### config.mk
export PLATFORM = sky130hd
export DESIGN_NAME = rv32_execute
export DESIGN_NICKNAME = d
export VERILOG_FILES = /design/src/rv32_pkg.sv /design/src/rv32_execute.sv /design/src/rv32_csrs.sv /design/src/rv32_csr_counters.sv /design/src/rv32_alu.sv
export VERILOG_INCLUDE_DIRS = /design/src
export SDC_FILE = /design/constraint.sdc
export NUM_CORES = 1
export LEC_CHECK = 0
export BUFFER_PORTS_ARGS = -buffer_cell sky130_fd_sc_hd__buf_2
export CAP_MARGIN = 20
export CORE_MARGIN = 5
export CORE_UTILIZATION = 50
export DETAILED_ROUTE_END_ITERATION = 10
export PLACE_DENSITY = 0.78
export SLEW_MARGIN = 25
export SYNTH_ARGS = -nofsm -noshare
export SYNTH_HDL_FRONTEND = slang
export SYNTH_SLANG_ARGS = --single-unit
### constraint.sdc
create_clock -name clk -period 6 [get_ports clk]
set_input_delay 0 -clock clk [delete_from_list [all_inputs] [get_ports clk]]
set_output_delay 0 -clock clk [all_outputs]
set_load 0.1 [all_outputs]
### src/rv32_macros.svh
`ifndef RV32_MACROS_SVH
`define RV32_MACROS_SVH

// Datapath and field widths.
`define RV32_XLEN  32  // Data word width.
`define RV32_REG_W 5   // Register address width.
`define RV32_CSR_W 12  // CSR address width.

// Supported CSR addresses.
`define RV32_CSR_MSCRATCH 12'h340  // Machine scratch register, read/write.
`define RV32_CSR_CYCLE    12'hC00  // Low half of the cycle counter.
`define RV32_CSR_CYCLEH   12'hC80  // High half of the cycle counter.
`define RV32_CSR_INSTRET  12'hC02  // Low half of the retired instruction counter.
`define RV32_CSR_INSTRETH 12'hC82  // High half of the retired instruction counter.

`endif
### src/rv32_pkg.sv
`default_nettype none

`include "rv32_macros.svh"

package rv32_pkg;

    typedef enum logic [2:0] {
        ALU_ADD  = 3'b000,  // Also subtract when sub_sra is set.
        ALU_SLL  = 3'b001,
        ALU_SLT  = 3'b010,
        ALU_SLTU = 3'b011,
        ALU_XOR  = 3'b100,
        ALU_SR   = 3'b101,  // Logical, or arithmetic when sub_sra is set.
        ALU_OR   = 3'b110,
        ALU_AND  = 3'b111
    } alu_op_e;

    typedef enum logic [1:0] {
        SRC1_RS1  = 2'b00,
        SRC1_PC   = 2'b01,
        SRC1_ZERO = 2'b10
    } alu_src1_e;

    typedef enum logic [1:0] {
        SRC2_RS2  = 2'b00,
        SRC2_IMM  = 2'b01,
        SRC2_FOUR = 2'b10  // Return address for jal and jalr.
    } alu_src2_e;

    typedef enum logic [1:0] {
        BRANCH_NEVER    = 2'b00,
        BRANCH_ZERO     = 2'b01,  // Taken when the result is zero.
        BRANCH_NON_ZERO = 2'b10,
        BRANCH_ALWAYS   = 2'b11
    } branch_op_e;

    // Encoded as the low bits of funct3 of csrrw, csrrs and csrrc.
    typedef enum logic [1:0] {
        CSR_WRITE = 2'b01,
        CSR_SET   = 2'b10,
        CSR_CLEAR = 2'b11
    } csr_write_op_e;

    typedef enum logic [1:0] {
        MEM_BYTE = 2'b00,
        MEM_HALF = 2'b01,
        MEM_WORD = 2'b10
    } mem_width_e;

    typedef struct packed {
        logic       read;
        logic       write;
        mem_width_e width;
        logic       zero_extend;  // Load without sign extension.
        logic       fence;
    } mem_ctrl_t;

    typedef struct packed {
        alu_op_e       alu_op;
        logic          sub_sra;
        alu_src1_e     src1;
        alu_src2_e     src2;
        logic          csr_read;
        logic          csr_write;
        csr_write_op_e csr_write_op;
        logic          csr_src;        // Set selects the immediate as zimm.
        branch_op_e    branch_op;
        logic          branch_pc_src;  // Set selects rs1 as the target base.
    } ex_ctrl_t;

    typedef struct packed {
        logic                   valid;
        logic [`RV32_REG_W-1:0] rs1;
        logic [`RV32_REG_W-1:0] rs2;
        logic [`RV32_REG_W-1:0] rd;
        logic                   rd_write;
        logic [`RV32_XLEN-1:0]  pc;
        logic [`RV32_XLEN-1:0]  rs1_value;
        logic [`RV32_XLEN-1:0]  rs2_value;
        logic [`RV32_XLEN-1:0]  imm;
        logic [`RV32_CSR_W-1:0] csr_addr;
        ex_ctrl_t               ctrl;
        mem_ctrl_t              mem;
    } ex_in_t;

    typedef struct packed {
        logic                   valid;
        logic [`RV32_REG_W-1:0] rd;
        logic                   rd_write;
        logic [`RV32_XLEN-1:0]  rd_value;
    } wb_fwd_t;

    typedef struct packed {
        logic                   valid;
        mem_ctrl_t              mem;
        branch_op_e             branch_op;
        logic [`RV32_REG_W-1:0] rd;
        logic                   rd_write;
        logic [`RV32_XLEN-1:0]  result;     // ALU result or CSR read value.
        logic [`RV32_XLEN-1:0]  rs2_value;  // Store data.
        logic [`RV32_XLEN-1:0]  branch_pc;
    } ex_out_t;

endpackage

`default_nettype wire

### src/rv32_execute.sv
`timescale 1ns/1ps
`default_nettype none

`include "rv32_macros.svh"

module rv32_execute (
    input  logic              clk,
    input  logic              rst_n,
    input  logic              stall,   // From the hazard unit, holds the stage.
    input  logic              flush,   // Kills the instruction on ex_in.
    input  rv32_pkg::ex_in_t  ex_in,
    input  rv32_pkg::wb_fwd_t wb,
    output rv32_pkg::ex_out_t ex_out
);
    logic [`RV32_XLEN-1:0] rs1_fwd;
    logic [`RV32_XLEN-1:0] rs2_fwd;
    logic [`RV32_XLEN-1:0] alu_result;
    logic [`RV32_XLEN-1:0] csr_read_value;
    logic [`RV32_XLEN-1:0] csr_write_value;
    logic                  csr_write_en;
    logic [`RV32_XLEN-1:0] branch_base;
    logic [`RV32_XLEN-1:0] branch_sum;
    logic [`RV32_XLEN-1:0] branch_pc;
    logic [`RV32_XLEN-1:0] stage_result;

    // The youngest producer wins, so our own register beats writeback.
    function automatic logic [`RV32_XLEN-1:0] forward(
        input logic [`RV32_REG_W-1:0] src,
        input logic [`RV32_XLEN-1:0]  value,
        input rv32_pkg::ex_out_t      prev,
        input rv32_pkg::wb_fwd_t      wb_in
    );
        if (src == '0) begin
            return value;  // x0 is hardwired to zero.
        end else if (prev.rd_write && prev.rd == src) begin
            return prev.result;
        end else if (wb_in.rd_write && wb_in.rd == src) begin
            return wb_in.rd_value;
        end
        return value;
    endfunction

    assign rs1_fwd = forward(ex_in.rs1, ex_in.rs1_value, ex_out, wb);
    assign rs2_fwd = forward(ex_in.rs2, ex_in.rs2_value, ex_out, wb);

    rv32_alu alu (
        .op        (ex_in.ctrl.alu_op),
        .sub_sra   (ex_in.ctrl.sub_sra),
        .src1      (ex_in.ctrl.src1),
        .src2      (ex_in.ctrl.src2),
        .pc        (ex_in.pc),
        .rs1_value (rs1_fwd),
        .rs2_value (rs2_fwd),
        .imm       (ex_in.imm),
        .result    (alu_result)
    );

    // A held or killed instruction must not touch mscratch.
    assign csr_write_en    = ex_in.valid && ex_in.ctrl.csr_write && !stall && !flush;
    assign csr_write_value = ex_in.ctrl.csr_src ? ex_in.imm : rs1_fwd;

    rv32_csrs csrs (
        .clk         (clk),
        .rst_n       (rst_n),
        .write_en    (csr_write_en),
        .write_op    (ex_in.ctrl.csr_write_op),
        .write_value (csr_write_value),
        .addr        (ex_in.csr_addr),
        .retire      (wb.valid),
        .read_value  (csr_read_value)
    );

    // Branches use pc, jalr uses rs1. Bit 0 is always dropped.
    assign branch_base = ex_in.ctrl.branch_pc_src ? rs1_fwd : ex_in.pc;
    assign branch_sum  = branch_base + ex_in.imm;
    assign branch_pc   = {branch_sum[`RV32_XLEN-1:1], 1'b0};

    assign stage_result = ex_in.ctrl.csr_read ? csr_read_value : alu_result;

    always_ff @(posedge clk) begin
        if (!rst_n) begin
            ex_out           <= '0;
            ex_out.branch_op <= rv32_pkg::BRANCH_NEVER;
        end else if (!stall) begin
            // Flush clears only what could change architectural state.
            ex_out.valid           <= ex_in.valid && !flush;
            ex_out.mem.read        <= ex_in.mem.read && !flush;
            ex_out.mem.write       <= ex_in.mem.write && !flush;
            ex_out.mem.width       <= ex_in.mem.width;
            ex_out.mem.zero_extend <= ex_in.mem.zero_extend;
            ex_out.mem.fence       <= ex_in.mem.fence;
            ex_out.branch_op       <= flush ? rv32_pkg::BRANCH_NEVER : ex_in.ctrl.branch_op;
            ex_out.rd              <= ex_in.rd;
            ex_out.rd_write        <= ex_in.rd_write && !flush;
            ex_out.result          <= stage_result;
            ex_out.rs2_value       <= rs2_fwd;  // Store data, already forwarded.
            ex_out.branch_pc       <= branch_pc;
        end
    end

endmodule

`default_nettype wire

### src/rv32_csrs.sv
`timescale 1ns/1ps
`default_nettype none

`include "rv32_macros.svh"

module rv32_csrs (
    input  logic                          clk,
    input  logic                          rst_n,
    input  logic                          write_en,
    input  rv32_pkg::csr_write_op_e       write_op,
    input  logic [`RV32_XLEN-1:0]         write_value,  // rs1 or zimm.
    input  logic [`RV32_CSR_W-1:0]        addr,
    input  logic                          retire,
    output logic [`RV32_XLEN-1:0]         read_value
);
    logic [`RV32_XLEN-1:0] mscratch;
    logic [`RV32_XLEN-1:0] mscratch_next;
    logic                  mscratch_sel;
    logic [63:0]           cycle;
    logic [63:0]           instret;

    rv32_csr_counters counters (
        .clk     (clk),
        .rst_n   (rst_n),
        .retire  (retire),
        .cycle   (cycle),
        .instret (instret)
    );

    // Address decode and read mux, purely from the current state.
    always_comb begin
        mscratch_sel = 1'b0;
        case (addr)
            `RV32_CSR_MSCRATCH: begin
                mscratch_sel = 1'b1;
                read_value   = mscratch;
            end
            `RV32_CSR_CYCLE:    read_value = cycle[31:0];
            `RV32_CSR_CYCLEH:   read_value = cycle[63:32];
            `RV32_CSR_INSTRET:  read_value = instret[31:0];
            `RV32_CSR_INSTRETH: read_value = instret[63:32];
            default:            read_value = '0;  // Unknown CSRs read as zero.
        endcase
    end

    // New mscratch value for csrrw, csrrs and csrrc.
    always_comb begin
        case (write_op)
            rv32_pkg::CSR_WRITE: mscratch_next = write_value;
            rv32_pkg::CSR_SET:   mscratch_next = mscratch | write_value;
            rv32_pkg::CSR_CLEAR: mscratch_next = mscratch & ~write_value;
            default:             mscratch_next = mscratch;
        endcase
    end

    // The counters are read only, so only a write to mscratch lands anywhere.
    always_ff @(posedge clk) begin
        if (!rst_n) begin
            mscratch <= '0;
        end else if (write_en && mscratch_sel) begin
            mscratch <= mscratch_next;
        end
    end

endmodule

`default_nettype wire

### src/rv32_csr_counters.sv
`timescale 1ns/1ps
`default_nettype none

module rv32_csr_counters (
    input  logic        clk,
    input  logic        rst_n,
    input  logic        retire,   // One pulse per instruction leaving writeback.
    output logic [63:0] cycle,
    output logic [63:0] instret
);

    // Free running, wraps at 2**64.
    always_ff @(posedge clk) begin
        if (!rst_n) begin
            cycle <= '0;
        end else begin
            cycle <= cycle + 64'd1;
        end
    end

    always_ff @(posedge clk) begin
        if (!rst_n) begin
            instret <= '0;
        end else if (retire) begin
            instret <= instret + 64'd1;  // Counts on the retire edge itself.
        end
    end

endmodule

`default_nettype wire

### src/rv32_alu.sv
`timescale 1ns/1ps
`default_nettype none

`include "rv32_macros.svh"

module rv32_alu (
    input  rv32_pkg::alu_op_e     op,
    input  logic                  sub_sra,
    input  rv32_pkg::alu_src1_e   src1,
    input  rv32_pkg::alu_src2_e   src2,
    input  logic [`RV32_XLEN-1:0] pc,
    input  logic [`RV32_XLEN-1:0] rs1_value,
    input  logic [`RV32_XLEN-1:0] rs2_value,
    input  logic [`RV32_XLEN-1:0] imm,
    output logic [`RV32_XLEN-1:0] result
);
    localparam int SHAMT_W = $clog2(`RV32_XLEN);

    logic [`RV32_XLEN-1:0] a;
    logic [`RV32_XLEN-1:0] b;
    logic [SHAMT_W-1:0]    shamt;
    logic [`RV32_XLEN-1:0] sum;
    logic [`RV32_XLEN-1:0] shift_right;

    always_comb begin
        case (src1)
            rv32_pkg::SRC1_RS1: a = rs1_value;
            rv32_pkg::SRC1_PC:  a = pc;         // auipc, jal and jalr.
            default:            a = '0;         // lui adds the immediate to zero.
        endcase
    end

    always_comb begin
        case (src2)
            rv32_pkg::SRC2_RS2:  b = rs2_value;
            rv32_pkg::SRC2_IMM:  b = imm;
            rv32_pkg::SRC2_FOUR: b = `RV32_XLEN'd4;
            default:             b = '0;
        endcase
    end

    assign shamt = b[SHAMT_W-1:0];  // Only the low bits of operand 2 count.

    assign sum = sub_sra ? a - b : a + b;

    // The signed cast keeps the sign bit flowing in for sra and srai.
    assign shift_right = sub_sra ? `RV32_XLEN'($signed(a) >>> shamt) : a >> shamt;

    always_comb begin
        case (op)
            rv32_pkg::ALU_ADD:  result = sum;
            rv32_pkg::ALU_SLL:  result = a << shamt;
            rv32_pkg::ALU_SLT:  result = {{(`RV32_XLEN-1){1'b0}}, $signed(a) < $signed(b)};
            rv32_pkg::ALU_SLTU: result = {{(`RV32_XLEN-1){1'b0}}, a < b};
            rv32_pkg::ALU_XOR:  result = a ^ b;
            rv32_pkg::ALU_SR:   result = shift_right;
            rv32_pkg::ALU_OR:   result = a | b;
            rv32_pkg::ALU_AND:  result = a & b;
            default:            result = '0;
        endcase
    end

endmodule

`default_nettype wire

==> out/results.ini <==
[clocking]
htreeDepth = 2
cts_sinks = 270
worstSkewPairLatency_ns = 0.57
cts-buffers-inserted = 34
cts_tree = yes
root_buffer = clkbuf_16
cts_buffer_depth = 3
clkTransAtPathRegs_ns = 0.06

[run_status]
outcome = complete, no violations

[critical_path]
r2r_start = ex_out[97]
cp.required_ns = 6.44
worst-path-buf-inv = 1
endpoint_kind = flop
crit_family = compound AO/OA/AOI/OAI gates
path_max_fanout = 20
arrival_ns = 6.08
critical_path.cell_chain = xnor2_1 -> nand4_1 -> nor2_4 -> buf_4 -> mux2i_1 -> o21ai_0 -> mux2_2 -> fa_1 -> a21o_1 -> a21o_1 -> a211oi_1 -> o21ai_0 -> nor3_1 -> o211ai_1 -> a31oi_2 -> o21a_1 -> o21bai_1 -> a21oi_1 -> nor4_1 -> or3b_2
critPathSlowestCell = or3b_2
start_kind = flop
worst-setup-path-type = reg2reg
max_stage_delay_ns = 0.46
crit_start = ex_out[97]

[power]
seqPwrFrac_pct = 30.0
switching_share_pct = 41.2
switchingPower_mw = 2.64
p_leak_nw = 13.0
clkPwrFrac_pct = 32.5
peakVddDrop_v = 0.000243
p_int_mw = 3.77
powerDensity_nw_per_um2 = 214
power_frac_comb_pct = 37.5

[place]
gp_congestion = 1.13
hpwl_mm = 93.7
io_buffers = 331
dpl_cell_area_sq_um = 28100

[detailed_routing]
routed_wl_mm = 122
vias = 29000
wl_met1_mm = 45.7
vias_per_cell = 6.52
route.met3.wl_mm = 12.7
dr.max_layer_used = met5
wl_per_cell_um = 27.5
dr.pass1.iters = 8
met2_length_mm = 51.5
drc = 0
drtIter0Drc = 4417
ant_nets = 0

[logic_synthesis]
synth_nets = 3803
yosysUniqueCellTypes = 98
synth_area_leaders = dfxtp_1 21%, mux2i_1 11%, nand2_1 6.7%
synth_seq_cells = 270
synthFlopType = dfxtp_1
seq_area_frac_synth_pct = 20.8
synth_top_area_share_pct = 20.8
syn_avg_cell_area_sq_um = 7.52
netlist_instances = 3449
synth_edf_count = 0
ys.warnings.count = 0
synth_most_common_cell = nand2_1
netlist_area_sq_um = 25900
synthTopCellsByCount = 462 x nand2_1, 284 x mux2i_1, 270 x dfxtp_1, 247 x o21ai_0, 205 x a21oi_1
synth_area_leader_cell = dfxtp_1
synth_async_sr_flop_share_pct = 0

[hold_path]
hold_start = wb[19]
hp-class = in2reg

[sta]
tns_ns = 0
setup_viol = 0
rsz0062_at_grt = no
slew_headroom_pct = 16.9
skew_ns = 0.0181
finalCritPeriodShare_pct = 94.1
final_hold_viol_count = 0
slew_violations = 0
worstMarginPinSlew_ns = 1.23
fmax_ghz = 0.177
fin_crit_ns = 5.64

[grt]
grt_pass1_wl_mm = 177
track_usage_pct = 40.9
grt_overflow_total = 0
antenna_found_initial = 11
grt_start_max_net_pins = 120
grt_pass1_vias = 27300

[floorplan]
die_w_um = 238
dieArea_sq_um = 56500
start_util_pct = 50.5
core_area_sq_um = 51400
row_count = 83
pin_count = 333
die_y_um = 238

[finish]
area_delta_synth_final_pct = 15.5
num-fill-cells = 4858
final_cell_area_sq_um = 30000
drive_gt1_share_pct = 16.0
multiInputGateArea_sq_um = 19100
fin_nets = 4085
seq_area_sq_um = 5410

[job]
max_cap_viol_count = 0

## per-layer routing
layer | vias up | GRT usage, %
met4 | 2 | 32.6
met2 | 2091 | 62.6
met1 | 13400 | 50.2
met5 | - | 0
li1 | 12900 | -
met3 | 585 | 7.87
## per-stage QoR
stage / setup slack (ns) / power (mW) / std cells / hold WS (ns) / util (%)
finish: 0.356 / 6.41 / 4450 / 0.0160 / 58.3
global route: 0.0474 / 6.60 / 4445 / 0.0177 / 58.3
CTS: 0.234 / 6.33 / 4435 / 0.000407 / 58.2
detailed placement: 0.285 / 4.23 / 4303 / 0.260 / 54.7
global placement: 0.312 / 4.23 / 4303 / 0.248 / 54.7
floorplan: 0.0300 / 3.54 / 3449 / 0.166 / -
## cell type report
type | count | share of cell area [%]
Clock buffer | 46 | 3.19
Multi-Input combinational cell | 2822 | 63.9
Sequential cell | 270 | 18.1
Antenna cell | 14 | 0.117
Inverter | 122 | 1.53
Clock inverter | 15 | 0.459
Tap cell | 680 | 2.84
Timing Repair Buffer | 481 | 9.91
## power groups by stage
stage | Combinational, mW | Clock (mW) | Sequential, mW
5_1_grt | 2.51 | 2.17 | 1.92
4_1_cts | 2.32 | 2.09 | 1.92
6_report | 2.40 | 2.08 | 1.92
3_3_place_gp | 2.27 | 0 | 1.95
3_5_place_dp | 2.27 | 0 | 1.95
2_1_floorplan | 1.21 | 0 | 2.33
## worst paths after layout
check                                  end  slack, ns  depth (start not counted)
worst min-delay path            ex_out[51]       0.02                          5
worst max-delay path            ex_out[30]       0.36                         20
worst max register to register  ex_out[30]       0.36                         20
worst min register to register  ex_out[31]       0.45                          2
## worst reg2reg max path, delay by kind of cell (launching register included)
kind | cells | cell delay, ns
AO/OA/AOI/OAI | 10 | 2.26
AND/OR/NAND/NOR | 5 | 1.26
multiplexers | 2 | 0.65
adder cells (fa/ha/maj) | 1 | 0.44
flip-flops | 1 | 0.42
buffers and inverters | 1 | 0.34
XOR/XNOR | 1 | 0.15
## sequential cells by signal (all words and copies together), names as in the netlist
signal,count
csrs.counters.instret,64
csrs.mscratch,32
csrs.counters.cycle,64
ex_out,110
## repair_timing
| item | in CTS | in global routing |
|---|---|---|
| resized for setup | 0 | 4 |
| endpoints found under the setup margin | 0 | 7 |
| buffers inserted | 0 | 1 |
| hold endpoints to repair | 96 | 0 |
| hold buffers | 71 | 0 |
## cells in the final DEF, fill, tap and decap left out, types with 69 or more instances in the layout
cell	n
and2_1	142
nand2_1	461
nand3_1	88
dfxtp_1	266
nor2b_1	96
nor2_1	163
a21o_1	69
xnor2_1	152
o21ai_0	246
a21oi_1	205
buf_4	80
mux2i_1	284
inv_1	114
buf_2	329
ha_1	129
dlygate4sd3_1	71
## kinds of logic (layout without fill, tap and decap cells)
logic type               after synthesis  in the layout  share of synthesized area [%]
AO/OA/AOI/OAI                        940            940                           24.0
XOR/XNOR                             190            190                           6.41
adder cells (fa/ha/maj)              132            132                           6.45
other                                  1             15                         0.0145
multiplexers                         341            341                           13.4
buffers and inverters                357            664                           5.76
flip-flops                           270            270                           20.8
AND/OR/NAND/NOR                     1218           1218                           23.1
Note: power is estimated with default switching activity, not from simulation.
